File: src/logic/tscroll_pkg.sv
// ~~~~~~~~~~~~~~~~~~~~~~~~~~~~~~~~~~~~~~~~~~~~~~~~~~~~~~~~~~~
// Tile-scroll video package
// Shared scan, tilemap, tile ROM and pixel types plus the
// CPU address map of the tilemap windows and registers
// ~~~~~~~~~~~~~~~~~~~~~~~~~~~~~~~~~~~~~~~~~~~~~~~~~~~~~~~~~~~
package tscroll_pkg;

    // Raster position
    typedef logic [8:0]  hpos_t;
    typedef logic [8:0]  vpos_t;

    // Row[4:0] above column[4:0] of a 32x32 map
    typedef logic [9:0]  map_addr_t;

    // Attr 3:0 fix colour, 5:4 ROM bank, whole byte scroll colour
    typedef struct packed {
        logic [7:0] attr;
        logic [7:0] code;
    } map_entry_t;

    // Bank, code, tile row
    typedef logic [12:0] rom_addr_t;
    // Eight nibbles, leftmost pixel on top
    typedef logic [31:0] rom_data_t;

    // Colour above pixel nibble
    typedef logic [7:0]  fix_pxl_t;
    typedef logic [11:0] scr_pxl_t;

    typedef logic [12:0] cpu_addr_t;

    localparam cpu_addr_t fix_base    = 13'h0000;
    localparam cpu_addr_t scr_base    = 13'h0800;
    localparam cpu_addr_t reg_hscr_lo = 13'h1000;
    localparam cpu_addr_t reg_hscr_hi = 13'h1001;
    localparam cpu_addr_t reg_vscr    = 13'h1002;
    localparam cpu_addr_t reg_ctrl    = 13'h1003;

    // Pixels between fetch column and draw column
    localparam int fetch_lead = 8;

endpackage

File: src/logic/layer_draw.sv
// ~~~~~~~~~~~~~~~~~~~~~~~~~~~~~~~~~~~~~~~~~~~~~~~~~~~~~~~~~~~
// Tile layer draw
// Eight-pixel shifter with colour, one nibble per pixel strobe
// ~~~~~~~~~~~~~~~~~~~~~~~~~~~~~~~~~~~~~~~~~~~~~~~~~~~~~~~~~~~
`timescale 1ns/10ps

module layer_draw
    import tscroll_pkg::*;
#(
    parameter type pxl_t = fix_pxl_t
) (
    input  logic       clk,
    input  logic       rst_n,
    input  logic       pxl_cen,
    input  logic       load,
    input  logic [7:0] color,
    input  rom_data_t  rom_data,
    output pxl_t       pxl,
    output logic       blnk_n
);
    // Colour bits that fit above the nibble
    localparam int cw = $bits(pxl_t) - 4;

    rom_data_t       shift;
    logic [cw-1:0]   col;

    // Tile row shifter and colour
    always_ff @(posedge clk) begin
        if (pxl_cen) begin
            if (load) begin
                shift <= rom_data << 4;
                col   <= color[cw-1:0];
            end else begin
                shift <= shift << 4;
            end
        end
    end

    // First pixel of a new tile goes out on the load strobe itself
    always_ff @(posedge clk or negedge rst_n) begin
        if (!rst_n) begin
            pxl <= '0;
        end else if (pxl_cen) begin
            if (load) begin
                pxl <= pxl_t'({color[cw-1:0], rom_data[31:28]});
            end else begin
                pxl <= pxl_t'({col, shift[31:28]});
            end
        end
    end

    // Nibble zero is transparent
    assign blnk_n = pxl[3:0] != 4'd0;

endmodule

File: config.mk
export PLATFORM = sky130hd
export DESIGN_NAME = layer_draw
export DESIGN_NICKNAME = d
export VERILOG_FILES = /design/src/logic/tscroll_pkg.sv /design/src/logic/layer_draw.sv
export SDC_FILE = /design/constraint.sdc
export NUM_CORES = 1
export LEC_CHECK = 0
export BUFFER_PORTS_ARGS = -buffer_cell sky130_fd_sc_hd__buf_2
export CAP_MARGIN = 10
export CORE_AREA = 4 4 78 51
export DETAILED_ROUTE_END_ITERATION = 10
export DIE_AREA = 0 0 82 55
export PLACE_DENSITY = 0.81
export SETUP_SLACK_MARGIN = 0.15
export SYNTH_ARGS = -nofsm -noshare
export SYNTH_HDL_FRONTEND = slang
export SYNTH_SLANG_ARGS = --single-unit
export TNS_END_PERCENT = 5
File: constraint.sdc
create_clock -name clk -period 3.3 [get_ports clk]
set_clock_uncertainty 0.2 [all_clocks]
set_input_delay 0.165 -clock clk [delete_from_list [all_inputs] [get_ports clk]]
set_output_delay 0.165 -clock clk [all_outputs]
set_load 0.01 [all_outputs]
After elaboration in Yosys (flattened, before gate mapping)
Index checks and enable logic that the tools add are counted.
{"block": "totals", "regBits": 44, "mem_bits_ro": 0, "elab_cells": 7, "memories": 0, "ramBits": 0, "in_bits": 44, "latchBits": 0}
{"block": "classes", "multipliers": 0, "eq_ne": 0, "muxes": 2, "n_lt_le_gt_ge": 0, "reduce_logical": 2, "bitwise": 0, "shifts": 0, "addsub": 0, "div": 0}
{"operator": "32-bit 2-to-1 mux", "count": 1}
{"operator": "8-bit 2-to-1 mux", "count": 1}
{"operator": "4-bit nonzero test", "count": 1}
{"operator": "2-bit AND reduction", "count": 1}

Depth between registers and ports, before layout
{"block": "logic_depth", "ltp_word": 1, "mapped_depth": 4, "ltp_nobuf": 2}

Worst setup path before layout
No wires, ideal clock.
{"block": "synth_timing", "kind": "flip-flop to output port", "from": "register pxl[1] in the netlist's numbering", "to": "output blnk_n", "path_stages_with_launch": 2, "required_ns": 2.935, "arrival_time_ns": 0.981, "n_path_buf": 0, "slack_ns": 1.954, "path_cell_list": "dfrtp_1 > or4_1"}
{"block": "synth_between", "elab_chain_len": 1}
{"element": "from (decl)", "line_no": "layer_draw.sv:18", "source": "output pxl_t pxl,"}
{"element": "from (signal assigned)", "line_no": "layer_draw.sv:45", "source": "pxl <= pxl_t'({color[cw-1:0], rom_data[31:28]});"}
{"element": "from (signal assigned)", "line_no": "layer_draw.sv:47", "source": "pxl <= pxl_t'({col, shift[31:28]});"}
{"element": "4-bit nonzero test", "line_no": "layer_draw.sv:53", "source": "assign blnk_n = pxl[3:0] != 4'd0;"}
{"element": "to (decl)", "line_no": "layer_draw.sv:19", "source": "output logic blnk_n"}
No other way between the ends.

Worst setup path after layout
{"block": "layout_timing", "from": "register pxl[0] in the netlist's numbering", "to": "output blnk_n"}
The elaborated chain is that of the path after synthesis.

==> reports/qor.json <==
{
  "number_of_antenna_violations_at_the_first_check_in_global_routing": 0,
  "detail_route.wirelength_um": 2990,
  "clock_root_cell": "clkbuf_8",
  "crit_type": "reg -> out",
  "cp_num_buf_inv": 1,
  "timing.final.hold_violations": 0,
  "crit_slowest_cell": "or4_1",
  "wl_per_cell_um": 13.0,
  "arrival_ns": 1.32,
  "worst_path_largest_cell_delay_ns": 0.49,
  "cts_tree": "built",
  "vias_in_the_first_global_route": 1064,
  "io-pin-count": 53,
  "clk_sinks": 40,
  "cp-start-kind": "flip-flop",
  "yosys.cell_count.top_type": "edfxtp_1",
  "muxShareOfSynthArea_pct": 20.9,
  "flow.area_growth_from_synthesis_pct": 41.8,
  "cts_repair_resize_count": 0,
  "setup-violations-final": 0,
  "chip_height_um": 55,
  "mean_post_synth_cell_area_um2": 16.8,
  "path_max_fanout": 3,
  "synthesis.instances": 100,
  "top_delay_family_on_crit_path": "simple AND/OR/NAND/NOR gates",
  "yosys-top-cells-count": "edfxtp_1, mux2_2",
  "class_of_the_worst_hold_path": "in -> reg",
  "final_max_slew_viol_count": 0,
  "synthAdderAreaFrac_pct": 0,
  "gp_congestion": 0.621,
  "rsz0062_at_grt": "false",
  "end_kind": "primary output",
  "finalWorstPathRequiredPeriod_ns": 1.68,
  "async_set_or_reset_flop_fraction_in_the_synthesized_netlist_pct": 20.0,
  "finalCritPeriodShare_pct": 50.9,
  "route.detailed.vias_per_inst": 4.72,
  "max-vdd-ir-drop_uv": 358,
  "initial_utilization_pct": 52.4,
  "clk_path_buf_depth": 2,
  "outcome": "finished, final reports clean",
  "clkLatencyLatePin_ns": 0.28,
  "diodes": 0,
  "width_of_the_die_um": 82,
  "global_route.usage.total_pct": 14.7,
  "post_synth_xor_area_fraction_pct": 0,
  "cp_cell_sequence": "or4_1, buf_2",
  "final_layout_size_suffix_gt1_share_pct": 44.0,
  "synth_top_family_by_area": "multiplexers",
  "worst_pin_slew_ns": 0.806,
  "achievable-frequency_ghz": 0.595,
  "synth-edff-count": 32,
  "drc": 0,
  "antenna_violating_nets_post_route": 0,
  "global_route.overflow_total": 0,
  "yosys_warnings": 0,
  "timing.slew.headroom_pct": 46.3,
  "port_buffers": 48,
  "synth-seq-area-share_pct": 69.2,
  "synthFlopType": "edfxtp_1",
  "floorplan.die_area_um2": 4510,
  "synth_compound_area_share_pct": 2.38,
  "post_synth_and_or_nand_nor_area_fraction_pct": 4.10,
  "grt_start_max_net_pins": 38,
  "grt_first_pass_wirelength_um": 4770,
  "synth_top_cells_by_area": "edfxtp_1, mux2_2, dfrtp_1",
  "coreArea_um2": 3200,
  "fp-row-count": 16,
  "drt_iter0_markers": 56,
  "ys_types": 12,
  "num_vias": 1080,
  "maxCapViolCount": 0,
  "yosys.area.top_type": "edfxtp_1",
  "yosysTopAreaCellShare_pct": 57.2,
  "p_per_area_nw_per_um2": 490,
  "final.setup.tns_ns": 0,
  "clk_transition_reported_paths_ns": 0.07,
  "postPlaceCellArea_um2": 1920,
  "final_net_count": 227,
  "htree_levels": 2,
  "drtPass1Iterations": 4,
  "power.static_leakage_uw": 0.000973,
  "synth_fp_nets": 144,
  "synth.ff_latch_count": 40,
  "cp_data_required_time_ns": 2.93,
  "fillerInstances": 211,
  "cts-buffers-inserted": 5,
  "stdcell_area_um2": 2380,
  "syn-cell-area_um2": 1680
}
==> area by class of cell <==
cell class / count / area [µm²] / share of cell area, %
clock inverters: 1 / 30.0 / 1.26
clock buffers: 7 / 96.3 / 4.05
well taps: 45 / 56.3 / 2.36
repair buffers: 82 / 578 / 24.3
flip-flops and latches: 40 / 1160 / 48.8
multi-input cells: 54 / 459 / 19.3
==> state kept, by name, indices dropped and copies added, names as in the netlist <==
register / count
pxl: 8
col: 4
shift: 28
==> repair_timing <==
action | in CTS | in global routing
endpoints found under the hold margin | 41 | 0
buffers inserted | 0 | 0
hold buffers | 33 | 0
==> logic make-up after synthesis <==
kind of cell / count (synthesis)
mux: 32
flops: 40
buf+inv: 6
simple gates: 14
compound gates: 8
==> layer usage <==
layer | wire, µm | part of all wire [%] | vias to the layer above | global-route usage [%]
met1 | 1360 | 46 | 503 | 18.2
met5 | 0 | 0 | - | 0
met4 | 0 | 0 | 0 | 4.14
met3 | 211 | 7.1 | 0 | 4.85
li1 | - | - | 539 | -
met2 | 1410 | 47 | 38 | 25.2
==> through the flow <==
stage	worst slack, ns	util [%]	power (µW)	std cells	hold slack [ns]
final	1.62	74.3	1170	229	0.00319
after global routing	1.54	74.3	1220	229	0.00141
after CTS	1.60	74.3	1180	229	0.000190
after detailed placement	1.62	60.1	726	188	-0.179
after global placement	1.63	60.1	719	188	-0.192
after floorplan	1.95	-	678	100	-0.331
==> where the power goes <==
group          switching (µW)  total [µW]  internal, µW  leakage, µW
Clock                     157         424           267    0.0000645
Sequential               14.0         606           592     0.000400
Combinational            54.4         138          83.5     0.000509
==> placed cells by master, fill, tap and decap left out, drive strengths merged <==
master       count
a21oi            8
and2             5
buf             49
bufinv           1
clkbuf           7
dfrtp            8
dlygate4sd3     33
edfxtp          32
mux2            24
mux2i            8
nor2             8
or4              1
==> path summary, 6_finish.rpt <==
path / start / endpoint / slack (ns) / depth (start not counted)
worst min register to register: pxl[5] / pxl[5] / 0.33 / 2
min in group asynchronous: rst_n / pxl[4] / 0.06 / 2
worst max-delay path: pxl[0] / blnk_n / 1.62 / 2
worst max register to register: shift[21] / shift[25] / 2.21 / 1
worst min-delay path: rom_data[24] / shift[28] / 0.003 / 2
max in group asynchronous: rst_n / pxl[6] / 2.68 / 2
Power figures use the tool's default switching activity.
