[config.mk]
export PLATFORM = sky130hd
export DESIGN_NAME = layer_fetch_flat
export DESIGN_NICKNAME = d
export VERILOG_FILES = /design/src/logic/tscroll_pkg.sv /design/src/logic/scan_if.sv /design/src/logic/layer_fetch.sv /design/src/flat_wrapper.sv
export SDC_FILE = /design/constraint.sdc
export NUM_CORES = 1
export LEC_CHECK = 0
export BUFFER_PORTS_ARGS = -buffer_cell sky130_fd_sc_hd__buf_2
export CORE_MARGIN = 8
export CORE_UTILIZATION = 25
export DETAILED_ROUTE_END_ITERATION = 6
export SLEW_MARGIN = 20
export SYNTH_ARGS = -nofsm -noshare
export SYNTH_HDL_FRONTEND = slang
export SYNTH_SLANG_ARGS = --single-unit
[constraint.sdc]
create_clock -name clk -period 5.7 [get_ports clk]
set_input_delay 0.57 -clock clk [delete_from_list [all_inputs] [get_ports clk]]
set_output_delay 0.57 -clock clk [all_outputs]
set_load 0.02 [all_outputs]
[src/logic/tscroll_pkg.sv]
// ~~~~~~~~~~~~~~~~~~~~~~~~~~~~~~~~~~~~~~~~~~~~~~~~~~~~~~~~~~~
// Tile-scroll video package
// Shared scan, tilemap, tile ROM and pixel types plus the
// CPU address map of the tilemap windows and registers
// ~~~~~~~~~~~~~~~~~~~~~~~~~~~~~~~~~~~~~~~~~~~~~~~~~~~~~~~~~~~
package tscroll_pkg;

    // Raster position
    typedef logic [8:0]  hpos_t;
    typedef logic [8:0]  vpos_t;

    // Row[4:0] above column[4:0] of a 32x32 map
    typedef logic [9:0]  map_addr_t;

    // Attr 3:0 fix colour, 5:4 ROM bank, whole byte scroll colour
    typedef struct packed {
        logic [7:0] attr;
        logic [7:0] code;
    } map_entry_t;

    // Bank, code, tile row
    typedef logic [12:0] rom_addr_t;
    // Eight nibbles, leftmost pixel on top
    typedef logic [31:0] rom_data_t;

    // Colour above pixel nibble
    typedef logic [7:0]  fix_pxl_t;
    typedef logic [11:0] scr_pxl_t;

    typedef logic [12:0] cpu_addr_t;

    localparam cpu_addr_t fix_base    = 13'h0000;
    localparam cpu_addr_t scr_base    = 13'h0800;
    localparam cpu_addr_t reg_hscr_lo = 13'h1000;
    localparam cpu_addr_t reg_hscr_hi = 13'h1001;
    localparam cpu_addr_t reg_vscr    = 13'h1002;
    localparam cpu_addr_t reg_ctrl    = 13'h1003;

    // Pixels between fetch column and draw column
    localparam int fetch_lead = 8;

endpackage

[src/logic/scan_if.sv]
// ~~~~~~~~~~~~~~~~~~~~~~~~~~~~~~~~~~~~~~~~~~~~~~~~~~~~~~~~~~~
// Scan interface
// Pixel strobe, raster position and scroll values that the
// control block hands to both tile layers
// ~~~~~~~~~~~~~~~~~~~~~~~~~~~~~~~~~~~~~~~~~~~~~~~~~~~~~~~~~~~
`timescale 1ns/10ps

interface scan_if
    import tscroll_pkg::*;
();
    logic       pxl_cen;
    hpos_t      hdump;
    vpos_t      vdump;
    // Nine bits horizontal, eight vertical
    logic [8:0] hscroll;
    logic [7:0] vscroll;

    modport ctrl  (output pxl_cen, hdump, vdump, hscroll, vscroll);
    modport layer (input  pxl_cen, hdump, vdump, hscroll, vscroll);
endinterface

[src/logic/layer_fetch.sv]
// ~~~~~~~~~~~~~~~~~~~~~~~~~~~~~~~~~~~~~~~~~~~~~~~~~~~~~~~~~~~
// Tile layer fetch
// Map position from scan and scroll, entry latch at each tile
// boundary, tile ROM address and the delayed load strobe
// ~~~~~~~~~~~~~~~~~~~~~~~~~~~~~~~~~~~~~~~~~~~~~~~~~~~~~~~~~~~
`timescale 1ns/10ps

module layer_fetch
    import tscroll_pkg::*;
#(
    parameter bit has_scroll = 1'b1
) (
    input  logic       clk,
    input  logic       rst_n,
    scan_if.layer      scan,
    input  map_entry_t vid_entry,
    output map_addr_t  vid_addr,
    output rom_addr_t  rom_addr,
    output logic       load,
    output logic [7:0] color
);
    logic [8:0] hoff;
    logic [7:0] voff;
    logic [8:0] col_sum;
    logic [8:0] row_sum;
    logic [7:0] fcol;
    logic [7:0] frow;
    logic       tile_start;
    logic [fetch_lead-1:0] ld_dly;

    // Fix layer ignores the scroll registers
    assign hoff = has_scroll ? scan.hscroll : 9'd0;
    assign voff = has_scroll ? scan.vscroll : 8'd0;

    // Map is 256 pixels each way, so keep the low byte
    assign col_sum = scan.hdump + 9'(fetch_lead) + hoff;
    assign row_sum = scan.vdump + 9'(voff);
    assign fcol    = col_sum[7:0];
    assign frow    = row_sum[7:0];

    // Address stays put for a whole pixel, entry is ready by the strobe
    assign vid_addr   = {frow[7:3], fcol[7:3]};
    assign tile_start = fcol[2:0] == 3'd0;

    // Entry latch, held for the eight pixels the ROM may take
    always_ff @(posedge clk) begin
        if (scan.pxl_cen && tile_start) begin
            rom_addr <= {vid_entry.attr[5:4], vid_entry.code, frow[2:0]};
            color    <= vid_entry.attr;
        end
    end

    // Load arrives fetch_lead pixels after the fetch
    always_ff @(posedge clk or negedge rst_n) begin
        if (!rst_n) begin
            ld_dly <= '0;
        end else if (scan.pxl_cen) begin
            ld_dly <= {ld_dly[fetch_lead-2:0], tile_start};
        end
    end

    // High from the pixel before the load strobe
    assign load = ld_dly[fetch_lead-1];

endmodule

[src/flat_wrapper.sv]
// flat-port wrapper written by rule: the top's interface ports become plain ports
module layer_fetch_flat import tscroll_pkg::*;
#(
    parameter bit has_scroll = 1'b1
)
  (clk, rst_n, vid_entry, vid_addr, rom_addr, load, color, scan_pxl_cen, scan_hdump, scan_vdump, scan_hscroll, scan_vscroll);
  scan_if scan_i ();
  input  logic clk;
  input  logic rst_n;
  input  map_entry_t vid_entry;
  output map_addr_t vid_addr;
  output rom_addr_t rom_addr;
  output logic load;
  output logic [7:0] color;
  input wire logic [$bits(scan_i.pxl_cen)-1:0] scan_pxl_cen;
  input wire logic [$bits(scan_i.hdump)-1:0] scan_hdump;
  input wire logic [$bits(scan_i.vdump)-1:0] scan_vdump;
  input wire logic [$bits(scan_i.hscroll)-1:0] scan_hscroll;
  input wire logic [$bits(scan_i.vscroll)-1:0] scan_vscroll;
  assign scan_i.pxl_cen = scan_pxl_cen;
  assign scan_i.hdump = scan_hdump;
  assign scan_i.vdump = scan_vdump;
  assign scan_i.hscroll = scan_hscroll;
  assign scan_i.vscroll = scan_vscroll;
  layer_fetch #(.has_scroll(has_scroll)) u_core (.clk(clk), .rst_n(rst_n), .scan(scan_i), .vid_entry(vid_entry), .vid_addr(vid_addr), .rom_addr(rom_addr), .load(load), .color(color));
endmodule
# Yosys cells after proc, flatten, opt, wreduce, memory -nomap -nowiden

Index checks and enable logic that the tools add are counted.

Bitwise gates (word level): 0
Shift operators: 0
Equality and inequality tests: 0
Mux-type cells: 0
Order comparisons: 0
Add/subtract/negate cells: 3
Reductions and logical operators: 2
$mul: 0
Div/mod/pow operators: 0

Operators by type and width:

| cell                                                          | count |
|---|---|
| 8-bit adder                                                   | 2 |
| 8-bit by 4-bit adder with 8-bit output, second input constant | 1 |
| 3-bit zero test                                               | 1 |
| 1-bit logical AND                                             | 1 |

RAM bits: 0
Bits in latches: 0
Bits in read-only memories: 0
Memories: 0
Register bits: 29
Output and inout port bits: 32

# Longest topological paths before layout

Word-level depth: 4
Gate-level depth with buffers: 8

# Least setup slack after synthesis

OpenSTA, ideal clock, no wires.

Path type: input-to-reg
From: input scan_hscroll[1]
To: register u_core.color[0] (enable)
Data required time: 5.253 ns
Data arrival time: 3.467 ns
Path buffers: 0
Slack: 1.786 ns
Stages on the path: 4
Library setup time: 0.447 ns
Cell sequence: ha_1 ha_1 fa_1 nor4_1

Cells in the longest elaborated chain, start to end: 3

Ends and longest elaborated chain:

| what                   | line               | RTL |
|---|---|---|
| start: declaration     | flat_wrapper.sv:18 | `input wire logic [$bits(scan_i.hscroll)-1:0] scan_hscroll;` |
| 8-bit adder            | layer_fetch.sv:36  | `assign col_sum = scan.hdump + 9'(fetch_lead) + hoff;` |
| 3-bit zero test        | layer_fetch.sv:43  | `assign tile_start = fcol[2:0] == 3'd0;` |
| 1-bit logical AND      | layer_fetch.sv:47  | `if (scan.pxl_cen && tile_start) begin` |
| end signal: assignment | layer_fetch.sv:49  | `color <= vid_entry.attr;` |
| end: declaration       | layer_fetch.sv:20  | `output logic [7:0] color` |

Every way passes these cells.
A chain may end at the register's enable or synchronous reset.

# Final worst setup path

From: input scan_hscroll[1]
To: output vid_addr[4]

Cells in the longest elaborated chain, start to end: 1

Ends and longest elaborated chain:

| what             | line               | RTL |
|---|---|---|
| 8-bit adder      | layer_fetch.sv:36  |  |
| end: declaration | flat_wrapper.sv:11 | `output map_addr_t vid_addr;` |

Every way passes these cells.

==> impl_metrics.yaml <==
run_status:
  outcome: "completed"
sta:
  setup_violations: 0
  worst_slew_pin_slew_ps: 290
  finalCriticalPeriod_ps: 3040
  period_share: 0.534
  holdWs_ps: 127
  slew_viol_final: 0
  finClkSkew_ps: 0.616
  rsz0062_at_grt: "no"
  final.setup.tns_ps: 0
  hold_violations: 0
  fmax_mhz: 329
  max-slew-margin-rel: 0.806
clocking:
  clkLatencyLatePin_ps: 270
  cts_resized: 0
  cts_setup_buffers: 0
  clk_pin_slew_ps: 90
  clock-sinks: 27
  clockRootBuffer: "clkbuf_8"
  cts_buffers: 3
  cts_tree: "done"
  clockBufferDepth: 2
  htree_levels: 1
  cts-hold-fix-buffers: 0
power_and_ir_drop:
  ir_drop_mv: 0.0879
  p_per_area_mw_per_mm2: 252
  leakage_uw: 0.00102
yosys:
  syn_area_per_cell_um2: 12.6
  synth_cell_types: 27
  yosysWarnings: 0
  synth-seq-cells: 27
  synthFlopType: "edfxtp_1"
  async_reset_ff_frac: 0.296
  syn-num-nets: 201
  synth_edf_count: 19
  synthCells: 125
  netlist_area_mm2: 0.00158
  yosysSeqAreaShare: 0.489
drt:
  wirelength_um: 3530
  drt_iter0_drc: 39
  ant_nets: 0
  via_count: 1189
  vias_per_cell: 4.23
  routedWlPerCell_um: 12.6
  first_pass_iters: 4
  drc: 0
finish:
  n_fill_cell: 641
  area_growth_syn_to_layout_pct: 32.6
  diodes: 0
  regArea_um2: 771
  multi_input_area_um2: 717
  nets: 281
  drive_gt1_frac: 0.471
placed_design:
  dp_hpwl_um: 3060
  gp_congestion: 0.662
  port_buffers: 82
critical_path:
  endpoint_kind: "output pin"
  worst_r2r_endpoint: "u_core.ld_dly[3]"
  slowest_stage: "fa_1"
  worst_setup_path_start_kind: "input port"
  worst_path_largest_cell_delay_ps: 430
  reg2regPathDepth: 1
  r2r_slack_ps: 4930
  worstReg2RegStart: "u_core.ld_dly[2]"
  cp_data_arrival_time_ps: 2470
  cp_max_fo: 3
  crit_type: "in -> out"
  path_cells: "buf_2, ha_1, ha_1, fa_1, a211oi_1, o21bai_1, a21oi_1, xnor2_1, buf_2"
  cp.required_ps: 5130
global_routing:
  gr-total-overflow: 0
  grt.busiest_layer: "met2"
  track_usage: 0.0790
  grt_pass1_vias: 1298
  grt_use_met2: 0.147
  antenna_found_initial: 0
  grt_max_degree: 21
  grt_use_met1: 0.0788
  grt_pass1_wl_um: 5730
  grt_util_met3: 0.0197
floorplan:
  initial_core_util: 0.254
  die_area_mm2: 0.00910
  dieWidth_um: 95.4
  io_pins: 86
  core-area_mm2: 0.00620
  dieHeight_um: 95.4
  rows: 29
run:
  maxCapViolations: 0
min_path:
  min_path_type: "in -> async"
==> power breakdown <==
group	internal [µW]	switching (µW)
clock	51.3	60.7
combinational	75.1	98.4
sequential	233	7.23
total	359	166
==> cell usage in the layout (no fill, tap or decap), types with 5 or more instances in the layout <==
master	n
dfrtp_1	8
o21ai_0	5
mux2_2	7
edfxtp_1	19
nor2_1	5
a21oi_1	8
ha_1	20
inv_1	10
buf_2	82
xnor2_1	9
==> layout make-up <==
cell class,instances,share of cell area
multi-input cells,80,0.343
well taps,77,0.0461
clock buffers,3,0.0198
flip-flops and latches,27,0.369
clock inverters,1,0.00419
inverters,10,0.0180
repair buffers,83,0.200
==> routing by layer <==
layer	share of wire	up-vias
li1	-	601
met1	0.38	532
met2	0.50	51
met3	0.10	5
met4	0.020	0
met5	0	-
==> worst max-delay path by stage <==
stage	start	to	slack, ps	cells past startpoint
global placement	scan_hscroll[1]	vid_addr[4]	2700	9
global route	scan_hscroll[1]	vid_addr[4]	2560	9
finish	scan_hscroll[1]	vid_addr[4]	2660	9
CTS	scan_hscroll[1]	vid_addr[4]	2640	9
floorplan	scan_hscroll[1]	u_core.color[0]	1790	4
detailed placement	scan_hscroll[1]	vid_addr[4]	2650	9
==> state kept, by name (all words and copies together) (netlist names) <==
register,cells
u_core.color,8
u_core.ld_dly,8
u_core.rom_addr,11
==> Yosys cell counts (all sizes together) (2+ instances only) <==
| cell | count | share of area |
|---|---|---|
| a211oi | 3 | 0.014 |
| a21o | 3 | 0.014 |
| xor2 | 2 | 0.011 |
| o21ai | 5 | 0.016 |
| nand2 | 3 | 0.0071 |
| mux2 | 7 | 0.050 |
| dfrtp | 8 | 0.13 |
| ha | 20 | 0.16 |
| nor2b | 3 | 0.017 |
| nor2 | 5 | 0.012 |
| fa | 2 | 0.025 |
| buf | 7 | 0.033 |
| a21oi | 8 | 0.025 |
| inv | 10 | 0.024 |
| edfxtp | 19 | 0.36 |
| o21bai | 2 | 0.0095 |
| xnor2 | 9 | 0.050 |
==> cell families after synthesis <==
logic type / count (synthesis) / share of synthesized area
compound gates: 25 / 0.100
xor+xnor: 11 / 0.0612
fa+ha+maj: 22 / 0.184
buf+inv: 18 / 0.0596
flops: 27 / 0.489
mux: 8 / 0.0564
simple gates: 14 / 0.0492
==> per-stage QoR <==
stage	util	instance area, µm²	total power [µW]	setup slack, ps	std cells
finish	0.337	2090	526	2660	281
global route	0.337	2090	561	2560	281
CTS	0.337	2090	535	2640	281
detailed placement	0.329	2040	420	2650	277
global placement	0.329	2040	417	2700	277
floorplan	-	1580	368	1790	125
==> worst max-delay path: cells and delay by family <==
kind / cells / cell delay [ps]
fa+ha+maj: 3 / 940
compound gates: 3 / 550
buf+inv: 2 / 280
xor+xnor: 1 / 130
(Power assumes the default switching activity.)
