### src/logic/tscroll_pkg.sv
// ~~~~~~~~~~~~~~~~~~~~~~~~~~~~~~~~~~~~~~~~~~~~~~~~~~~~~~~~~~~
// Tile-scroll video package
// Shared scan, tilemap, tile ROM and pixel types plus the
// CPU address map of the tilemap windows and registers
// ~~~~~~~~~~~~~~~~~~~~~~~~~~~~~~~~~~~~~~~~~~~~~~~~~~~~~~~~~~~
package tscroll_pkg;

    // Raster position
    typedef logic [8:0]  hpos_t;
    typedef logic [8:0]  vpos_t;

    // Row[4:0] above column[4:0] of a 32x32 map
    typedef logic [9:0]  map_addr_t;

    // Attr 3:0 fix colour, 5:4 ROM bank, whole byte scroll colour
    typedef struct packed {
        logic [7:0] attr;
        logic [7:0] code;
    } map_entry_t;

    // Bank, code, tile row
    typedef logic [12:0] rom_addr_t;
    // Eight nibbles, leftmost pixel on top
    typedef logic [31:0] rom_data_t;

    // Colour above pixel nibble
    typedef logic [7:0]  fix_pxl_t;
    typedef logic [11:0] scr_pxl_t;

    typedef logic [12:0] cpu_addr_t;

    localparam cpu_addr_t fix_base    = 13'h0000;
    localparam cpu_addr_t scr_base    = 13'h0800;
    localparam cpu_addr_t reg_hscr_lo = 13'h1000;
    localparam cpu_addr_t reg_hscr_hi = 13'h1001;
    localparam cpu_addr_t reg_vscr    = 13'h1002;
    localparam cpu_addr_t reg_ctrl    = 13'h1003;

    // Pixels between fetch column and draw column
    localparam int fetch_lead = 8;

endpackage

### src/logic/scan_if.sv
// ~~~~~~~~~~~~~~~~~~~~~~~~~~~~~~~~~~~~~~~~~~~~~~~~~~~~~~~~~~~
// Scan interface
// Pixel strobe, raster position and scroll values that the
// control block hands to both tile layers
// ~~~~~~~~~~~~~~~~~~~~~~~~~~~~~~~~~~~~~~~~~~~~~~~~~~~~~~~~~~~
`timescale 1ns/10ps

interface scan_if
    import tscroll_pkg::*;
();
    logic       pxl_cen;
    hpos_t      hdump;
    vpos_t      vdump;
    // Nine bits horizontal, eight vertical
    logic [8:0] hscroll;
    logic [7:0] vscroll;

    modport ctrl  (output pxl_cen, hdump, vdump, hscroll, vscroll);
    modport layer (input  pxl_cen, hdump, vdump, hscroll, vscroll);
endinterface

### src/logic/cpu_bus_if.sv
// ~~~~~~~~~~~~~~~~~~~~~~~~~~~~~~~~~~~~~~~~~~~~~~~~~~~~~~~~~~~
// CPU byte port of one tilemap RAM
// Window-local address, write data and strobe, read byte
// ~~~~~~~~~~~~~~~~~~~~~~~~~~~~~~~~~~~~~~~~~~~~~~~~~~~~~~~~~~~
`timescale 1ns/10ps

interface cpu_bus_if;
    // Byte offset inside the 2 KiB window
    logic [10:0] addr;
    logic [7:0]  wdata;
    logic        we;
    // Valid one clk after addr
    logic [7:0]  rdata;

    modport host (output addr, wdata, we, input rdata);
    modport mem  (input addr, wdata, we, output rdata);
endinterface

### src/logic/video_ctrl.sv
// ~~~~~~~~~~~~~~~~~~~~~~~~~~~~~~~~~~~~~~~~~~~~~~~~~~~~~~~~~~~
// Video control block
// Raster counters, sync and blanking, CPU decode into the two
// tilemap windows and the scroll/control registers, vblank IRQ
// ~~~~~~~~~~~~~~~~~~~~~~~~~~~~~~~~~~~~~~~~~~~~~~~~~~~~~~~~~~~
`timescale 1ns/10ps

module video_ctrl
    import tscroll_pkg::*;
#(
    parameter int h_active = 256,
    parameter int h_total  = 384,
    parameter int v_active = 224,
    parameter int v_total  = 264
) (
    input  logic       clk,
    input  logic       rst_n,
    input  logic       pxl_cen,
    input  cpu_addr_t  cpu_addr,
    input  logic [7:0] cpu_dout,
    input  logic       cpu_we,
    output logic [7:0] tilemap_dout,
    output hpos_t      hdump,
    output vpos_t      vdump,
    output logic       lhbl,
    output logic       lvbl,
    output logic       hs,
    output logic       vs,
    output logic       irq_n,
    scan_if.ctrl       scan,
    cpu_bus_if.host    fix_bus,
    cpu_bus_if.host    scr_bus
);
    localparam hpos_t h_last   = hpos_t'(h_total - 1);
    localparam vpos_t v_last   = vpos_t'(v_total - 1);
    localparam hpos_t h_act    = hpos_t'(h_active);
    localparam vpos_t v_act    = vpos_t'(v_active);
    // Sync windows sit a little after the active area
    localparam hpos_t hs_start = hpos_t'(h_active + 8);
    localparam hpos_t hs_end   = hpos_t'(h_active + 16);
    localparam vpos_t vs_start = vpos_t'(v_active + 2);
    localparam vpos_t vs_end   = vpos_t'(v_active + 4);
    // Line before vblank starts
    localparam vpos_t v_irq    = vpos_t'(v_active - 1);

    logic       h_wrap;
    logic       in_fix;
    logic       in_scr;
    logic       rd_fix;
    logic       rd_scr;
    logic       irq_en;
    logic       irq_pend;
    logic [8:0] hscr;
    logic [7:0] vscr;

    assign h_wrap = hdump == h_last;

    // Raster counters, advanced by the pixel strobe
    always_ff @(posedge clk or negedge rst_n) begin
        if (!rst_n) begin
            hdump <= '0;
            vdump <= '0;
        end else if (pxl_cen) begin
            hdump <= h_wrap ? '0 : hdump + 1'b1;
            if (h_wrap) begin
                vdump <= (vdump == v_last) ? '0 : vdump + 1'b1;
            end
        end
    end

    // Blanking and sync straight from the counters
    assign lhbl = hdump < h_act;
    assign lvbl = vdump < v_act;
    assign hs   = (hdump >= hs_start) && (hdump < hs_end);
    assign vs   = (vdump >= vs_start) && (vdump < vs_end);

    // Window decode on the top address bits
    assign in_fix = cpu_addr[12:11] == fix_base[12:11];
    assign in_scr = cpu_addr[12:11] == scr_base[12:11];

    assign fix_bus.addr  = cpu_addr[10:0];
    assign fix_bus.wdata = cpu_dout;
    assign fix_bus.we    = cpu_we && in_fix;
    assign scr_bus.addr  = cpu_addr[10:0];
    assign scr_bus.wdata = cpu_dout;
    assign scr_bus.we    = cpu_we && in_scr;

    // Scroll and control registers
    always_ff @(posedge clk or negedge rst_n) begin
        if (!rst_n) begin
            hscr   <= '0;
            vscr   <= '0;
            irq_en <= 1'b0;
        end else if (cpu_we) begin
            case (cpu_addr)
                reg_hscr_lo: hscr[7:0] <= cpu_dout;
                reg_hscr_hi: hscr[8]   <= cpu_dout[0];
                reg_vscr:    vscr      <= cpu_dout;
                reg_ctrl:    irq_en    <= cpu_dout[0];
                default: ;
            endcase
        end
    end

    // Pending on entry to vblank, any reg_ctrl write acks it
    always_ff @(posedge clk or negedge rst_n) begin
        if (!rst_n) begin
            irq_pend <= 1'b0;
        end else if (pxl_cen && h_wrap && vdump == v_irq && irq_en) begin
            irq_pend <= 1'b1;
        end else if (cpu_we && cpu_addr == reg_ctrl) begin
            irq_pend <= 1'b0;
        end
    end

    assign irq_n = ~irq_pend;

    // Remember which window the RAM data belongs to
    always_ff @(posedge clk or negedge rst_n) begin
        if (!rst_n) begin
            rd_fix <= 1'b0;
            rd_scr <= 1'b0;
        end else begin
            rd_fix <= in_fix;
            rd_scr <= in_scr;
        end
    end

    // Register space reads back as zero
    assign tilemap_dout = rd_fix ? fix_bus.rdata :
                          rd_scr ? scr_bus.rdata : 8'h00;

    assign scan.pxl_cen = pxl_cen;
    assign scan.hdump   = hdump;
    assign scan.vdump   = vdump;
    assign scan.hscroll = hscr;
    assign scan.vscroll = vscr;

endmodule

### src/flat_wrapper.sv
// flat-port wrapper written by rule: the top's interface ports become plain ports
module video_ctrl_flat import tscroll_pkg::*;
#(
    parameter int h_active = 256,
    parameter int h_total  = 384,
    parameter int v_active = 224,
    parameter int v_total  = 264
)
  (clk, rst_n, pxl_cen, cpu_addr, cpu_dout, cpu_we, tilemap_dout, hdump, vdump, lhbl, lvbl, hs, vs, irq_n, scan_pxl_cen, scan_hdump, scan_vdump, scan_hscroll, scan_vscroll, fix_bus_addr, fix_bus_wdata, fix_bus_we, fix_bus_rdata, scr_bus_addr, scr_bus_wdata, scr_bus_we, scr_bus_rdata);
  scan_if scan_i ();
  cpu_bus_if fix_bus_i ();
  cpu_bus_if scr_bus_i ();
  input  logic clk;
  input  logic rst_n;
  input  logic pxl_cen;
  input  cpu_addr_t cpu_addr;
  input  logic [7:0] cpu_dout;
  input  logic cpu_we;
  output logic [7:0] tilemap_dout;
  output hpos_t hdump;
  output vpos_t vdump;
  output logic lhbl;
  output logic lvbl;
  output logic hs;
  output logic vs;
  output logic irq_n;
  output wire logic [$bits(scan_i.pxl_cen)-1:0] scan_pxl_cen;
  output wire logic [$bits(scan_i.hdump)-1:0] scan_hdump;
  output wire logic [$bits(scan_i.vdump)-1:0] scan_vdump;
  output wire logic [$bits(scan_i.hscroll)-1:0] scan_hscroll;
  output wire logic [$bits(scan_i.vscroll)-1:0] scan_vscroll;
  output wire logic [$bits(fix_bus_i.addr)-1:0] fix_bus_addr;
  output wire logic [$bits(fix_bus_i.wdata)-1:0] fix_bus_wdata;
  output wire logic [$bits(fix_bus_i.we)-1:0] fix_bus_we;
  input wire logic [$bits(fix_bus_i.rdata)-1:0] fix_bus_rdata;
  output wire logic [$bits(scr_bus_i.addr)-1:0] scr_bus_addr;
  output wire logic [$bits(scr_bus_i.wdata)-1:0] scr_bus_wdata;
  output wire logic [$bits(scr_bus_i.we)-1:0] scr_bus_we;
  input wire logic [$bits(scr_bus_i.rdata)-1:0] scr_bus_rdata;
  assign scan_pxl_cen = scan_i.pxl_cen;
  assign scan_hdump = scan_i.hdump;
  assign scan_vdump = scan_i.vdump;
  assign scan_hscroll = scan_i.hscroll;
  assign scan_vscroll = scan_i.vscroll;
  assign fix_bus_addr = fix_bus_i.addr;
  assign fix_bus_wdata = fix_bus_i.wdata;
  assign fix_bus_we = fix_bus_i.we;
  assign fix_bus_i.rdata = fix_bus_rdata;
  assign scr_bus_addr = scr_bus_i.addr;
  assign scr_bus_wdata = scr_bus_i.wdata;
  assign scr_bus_we = scr_bus_i.we;
  assign scr_bus_i.rdata = scr_bus_rdata;
  video_ctrl #(.h_active(h_active), .h_total(h_total), .v_active(v_active), .v_total(v_total)) u_core (.clk(clk), .rst_n(rst_n), .pxl_cen(pxl_cen), .cpu_addr(cpu_addr), .cpu_dout(cpu_dout), .cpu_we(cpu_we), .tilemap_dout(tilemap_dout), .hdump(hdump), .vdump(vdump), .lhbl(lhbl), .lvbl(lvbl), .hs(hs), .vs(vs), .irq_n(irq_n), .scan(scan_i), .fix_bus(fix_bus_i), .scr_bus(scr_bus_i));
endmodule
### config.mk
export PLATFORM = sky130hd
export DESIGN_NAME = video_ctrl_flat
export DESIGN_NICKNAME = d
export VERILOG_FILES = /design/src/logic/tscroll_pkg.sv /design/src/logic/scan_if.sv /design/src/logic/cpu_bus_if.sv /design/src/logic/video_ctrl.sv /design/src/flat_wrapper.sv
export SDC_FILE = /design/constraint.sdc
export NUM_CORES = 1
export LEC_CHECK = 0
export BUFFER_PORTS_ARGS = -buffer_cell sky130_fd_sc_hd__clkbuf_2
export CAP_MARGIN = 0
export CORE_MARGIN = 2
export CORE_UTILIZATION = 47
export DETAILED_ROUTE_END_ITERATION = 8
export GPL_TIMING_DRIVEN = 0
export PLACE_DENSITY = 0.86
export SETUP_SLACK_MARGIN = 0.3
export SYNTH_ARGS = -nofsm -noshare
export SYNTH_HDL_FRONTEND = slang
export SYNTH_SLANG_ARGS = --single-unit
### constraint.sdc
create_clock -name clk -period 5.6 [get_ports clk]
set_input_delay 0.84 -clock clk [delete_from_list [all_inputs] [get_ports clk]]
set_output_delay 0.84 -clock clk [all_outputs]
set_load 0.02 [all_outputs]
# Word level (Yosys, flattened, before mapping)
# Index checks and enable logic that the tools add are counted.
# W data, S select, Z words.
[totals]
word_cells = 47
out_inout_bits = 107
register_bits = 39
[op_classes]
magnitude_cmp = 6
n_bitwise = 1
reduce_logical = 15
eq_ne = 8
n_addsub = 2
n_mux = 6
[op_table]
columns = ["op", "n"]
rows = [
  ["$eq A13 B13 Y1 const B", 4],
  ["$add A9 B1 Y9 const B", 2],
  ["$eq A9 B9 Y1 const B", 2],
  ["$lt A9 B8 Y1 const B", 2],
  ["$lt A9 B9 Y1 const B", 2],
  ["$mux W9", 2],
  ["$mux W8", 2],
  ["$reduce_and A2 Y1", 5],
  ["$eq A9 B8 Y1 const B", 1],
  ["$ge A9 B8 Y1 const B", 1],
  ["$ge A9 B9 Y1 const B", 1],
  ["$logic_and A1 B1 Y1", 8],
  ["$eq A2 B1 Y1 const B", 1],
  ["$logic_not A2 Y1", 1],
  ["$mux W1", 2],
  ["$reduce_bool A2 Y1", 1],
  ["$not A1 Y1", 1],
]

# Logic depth before layout (Yosys ltp)
[logic_depth]
ltp_word = 5
ltp_mapped = 6
depth_no_buf = 5

# Worst setup path after synthesis
# Ideal clock, no wire load.
[synth_timing]
kind = "input to register"
from = "input port cpu_addr[3]"
to = "register u_core.hscr[0] (netlist: u_core.scan.hscroll[0])"
stages = 5
path_buffers = 1
setup_slack_ns = 3.256
t_arrival_ns = 2.219
path_cell_list = "or4_4 -> nor4_4 -> and4bb_1 -> buf_6 -> mux2_4"
[synth_via]
elab_chain_cells = 2
[synth_lines]
columns = ["item", "line_no", "source"]
rows = [
  ["from (decl)", "flat_wrapper.sv:16", "input cpu_addr_t cpu_addr;"],
  ["$eq A13 B13 Y1", "video_ctrl.sv:95", "case (cpu_addr)"],
  ["$reduce_and A2 Y1 (no line)", "n/a", ""],
  ["to (signal assigned)", "video_ctrl.sv:96", "reg_hscr_lo: hscr[7:0] <= cpu_dout;"],
  ["to (decl)", "video_ctrl.sv:53", "logic [8:0] hscr;"],
]
# Every way passes these cells.
# A chain may end at the register's enable or synchronous reset.

# Worst setup path after layout
[layout_timing]
from = "register u_core.rd_fix"
to = "output port tilemap_dout[1]"
[layout_via]
elab_chain_cells = 1
[layout_lines]
columns = ["item", "line_no", "source"]
rows = [
  ["from (decl)", "video_ctrl.sv:49", "logic rd_fix;"],
  ["from (signal assigned)", "video_ctrl.sv:124", "rd_fix <= in_fix;"],
  ["$mux W8", "video_ctrl.sv:130", "assign tilemap_dout = rd_fix ? fix_bus.rdata :"],
  ["to (decl)", "flat_wrapper.sv:19", "output logic [7:0] tilemap_dout;"],
]
# Every way passes these cells.

==> summary.log <==
qor: status.status finished clean
qor: setup_path.cp_data_arrival_time 1.63 ns
qor: sta.whs 0.507 ns
qor: placement.port_buffers 147
qor: sta.hold_violations 0
qor: global_route.grt_pass1_wl 9320 µm
qor: finish.most_frequent_standard_cell_in_the_layout_excluding_fill_and_tap_cells clkbuf_2
qor: global_route.grt_pass1_vias 2051
qor: flow_run.cap_viol_max_count 0
qor: finish.mostFrequentLayoutCells clkbuf_2, buf_4, dfrtp_1, mux2_4, nand2_1
qor: clocking.post-cts-setup-buffers 0
qor: drt.ant_nets 0
qor: drt.first_pass_iters 4
qor: synthesis.synth_seq_area_share 0.402
qor: drt.drt-total-wl 5490 µm
qor: sta.period_minus_slack 2.47 ns
qor: synthesis.post_synth_main_area_contributors dfrtp_1, buf_4, mux2_4
qor: synthesis.postSynth.topFlopCell dfrtp_1
qor: drt.vias_per_cell 4.81
qor: synthesis.synth.yosys.warnings 0
qor: synthesis.postSynthAreaPerCell 10.9 µm²
qor: synthesis.synth_async_sr_flop_share 1.00
qor: clocking.cts_num_sinks 39
qor: drt.via_count 2155
qor: floorplan.floorplan.initialDensity 0.482
qor: setup_path.critical_path.most_common_cell clkbuf_1
qor: floorplan.placeable_core_region 5040 µm²
qor: setup_path.path_class reg -> out
qor: synthesis.simple_gate_share_of_the_synthesized_area 0.169
qor: setup_path.cp-start-kind register
qor: sta.slew_margin_rel 0.371
qor: global_route.grt_max_degree 40
qor: clocking.clk_root_buffer_cell clkbuf_8
qor: synthesis.synthCells 223
qor: finish.antennaDiodeCount 0
qor: synthesis.syn-cell-area 2430 µm²
qor: placement.post_detailed_placement_cell_area 3250 µm²
qor: finish.area.growth.synth_to_final 39.5%
qor: sta.max_slew.worst_pin.slew 0.944 ns
qor: global_route.grt.overflow.total 0
qor: synthesis.synth-edff-count 0
qor: setup_path.cp.required 4.76 ns
qor: setup_path.cell_by_cell_trace_of_the_critical_path clkbuf_1, nor2b_1, clkbuf_1, a22o_1, clkbuf_2
qor: pwr.p_leak 0.00188 µW
qor: pwr.peakVddDrop 0.154 mV
qor: clocking.ctsHoldBuffers 0
qor: finish.drive_gt1_frac 0.630
qor: synthesis.synth_adder_area_share 0.0154
qor: clocking.cts_buffers 5
qor: floorplan.die_width 75.9 µm
qor: finish.design.final.nets 421
qor: synthesis.area_fraction_of_the_dominant_cell_type_after_synthesis 0.402
qor: clocking.cts.clk_slew.worst_paths 0.07 ns
qor: floorplan.pin_count 148
qor: synthesis.synth.lib_cells_used.distinct 46
qor: sta.timing.final.max_slew_violations 0
qor: placement.gp_congestion 0.731
qor: pwr.power_density 258 nW/µm²
qor: setup_path.worst_path_largest_cell_delay 0.36 ns
qor: floorplan.die_h 75.9 µm
qor: setup_path.rrSetupSlack 3.66 ns
qor: placement.post-dp-hpwl 4360 µm
qor: floorplan.num_rows 26
qor: synthesis.yosys_register_bits 39
qor: min_path.hold_path.class reg -> reg
qor: clocking.postCtsResizedCells 0
qor: drt.detail_route.drc_violations 0
qor: sta.fmax 405 MHz
qor: global_route.grt_antenna_before_repair 0
qor: global_route.globalRouteTotalUtil 0.195
qor: synthesis.muxShareOfSynthArea 0.112
qor: floorplan.fp.dieArea 5760 µm²
qor: clocking.clk-insertion-delay-late 0.30 ns
qor: sta.worst_clock_skew 0.00682 ns
qor: synthesis.synth_area_leader_cell dfrtp_1
qor: sta.setup_viol 0
qor: sta.period_share 0.441
qor: drt.drtIter0Drc 77
qor: synthesis.synth.net_count 267
qor: clocking.clock_path_buffers 2
qor: setup_path.cp-end-kind output pin
qor: drt.wire_per_inst 12.3 µm
qor: setup_path.crit_path_max_fanout 10
qor: finish.fillerInstances 395
qor: setup_path.critPathSlowestCell dfrtp_1
qor: clocking.cts_tree yes
qor: sta.fin_setup_tns 0 ns
qor: synthesis.main_combinational_cell_family_by_area_after_synthesis buffers and inverters
qor: synthesis.synth_xor_area_frac 0.0324
qor: sta.unrepaired_setup_endpoints_after_global_routing false
qor: clocking.htreeDepth 2
qor: synthesis.synth_compound_area_frac 0.0695
qor: finish.finish.instance_area 3390 µm²
state kept, by name (all words and copies together), names as in the netlist:
signal and count:
u_core.hdump 9, u_core.scan.vscroll 8, u_core.scan.hscroll 9, u_core.scan.vdump 9, u_core.irq_pend 1, u_core.rd_scr 1
u_core.irq_en 1, u_core.rd_fix 1
synthesized netlist by cell type (all sizes together) (2+ instances only):
| cell | n |
|---|---|
| a21oi | 2 |
| a22o | 7 |
| nand3 | 7 |
| dfrtp | 39 |
| nor4b | 2 |
| nand2 | 15 |
| xnor2 | 4 |
| mux2 | 18 |
| nand2b | 3 |
| nor4 | 4 |
| buf | 60 |
| nor2b | 2 |
| ha | 3 |
| clkbuf | 2 |
| nor2 | 10 |
| and3 | 2 |
| nor3 | 3 |
| o311ai | 2 |
| nand4b | 2 |
| xor2 | 5 |
| nand4 | 4 |
| inv | 6 |
| o21ai | 5 |
final cells by class:
| cell class | count | area [µm²] | share of cell area |
|---|---|---|---|
| clock buffers | 5 | 68.8 | 0.0203 |
| multi-input cells | 116 | 968 | 0.286 |
| flip-flops and latches | 39 | 976 | 0.288 |
| plain buffers | 62 | 463 | 0.137 |
| repair buffers | 147 | 736 | 0.217 |
| clock inverters | 3 | 67.6 | 0.0199 |
| well taps | 70 | 87.6 | 0.0258 |
| inverters | 6 | 22.5 | 0.00664 |
critical path, delay by kind of cell (launching register included):
kind / cells / cell delay (ns)
buf+inv: 3 / 0.63
flops: 1 / 0.36
compound gates: 1 / 0.18
simple gates: 1 / 0.16
where the power goes:
part / switching (µW) / internal, µW / total [µW]
Combinational: 145 / 112 / 257
Clock: 103 / 178 / 280
Sequential: 37.1 / 301 / 338
metal layers:
layer  track usage  up-vias  part of all wire
met4        0.0855        0             0.015
met5             0        -                 0
met3        0.0357        7             0.062
met1         0.235     1032              0.40
met2         0.342       87              0.52
li1              -     1029                 -
stage by stage:
stage | std cells | total power (µW) | util | setup WS [ns]
after floorplan | 223 | 507 | - | 3.26
after global placement | 440 | 595 | 0.645 | 3.07
after detailed placement | 440 | 603 | 0.645 | 3.05
after CTS | 448 | 884 | 0.672 | 3.11
after global routing | 448 | 917 | 0.672 | 3.00
final | 448 | 875 | 0.672 | 3.13
worst paths after layout:
| kind | startpoint | to | cells past startpoint |
|---|---|---|---|
| min in group asynchronous | rst_n | u_core.scan.vdump[2]$_DFFE_PN0P_ | 1 |
| max in group asynchronous | rst_n | u_core.rd_fix$_DFF_PN0_ | 1 |
| max | u_core.rd_fix$_DFF_PN0_ | tilemap_dout[1] | 5 |
| min | u_core.scan.hscroll[8]$_DFFE_PN0P_ | u_core.scan.hscroll[8]$_DFFE_PN0P_ | 1 |
| min reg2reg | u_core.scan.hscroll[8]$_DFFE_PN0P_ | u_core.scan.hscroll[8]$_DFFE_PN0P_ | 1 |
| max reg2reg | u_core.hdump[1]$_DFFE_PN0P_ | u_core.scan.vdump[8]$_DFFE_PN0P_ | 6 |
cell families after synthesis:
family	after synthesis
AOI/OAI and AO/OA	22
xor gates and xnor gates	9
adders and majority gates	3
buffers and inverters	68
DFF	39
muxes	19
and+or+nand+nor	63
(Power assumes the default switching activity.)
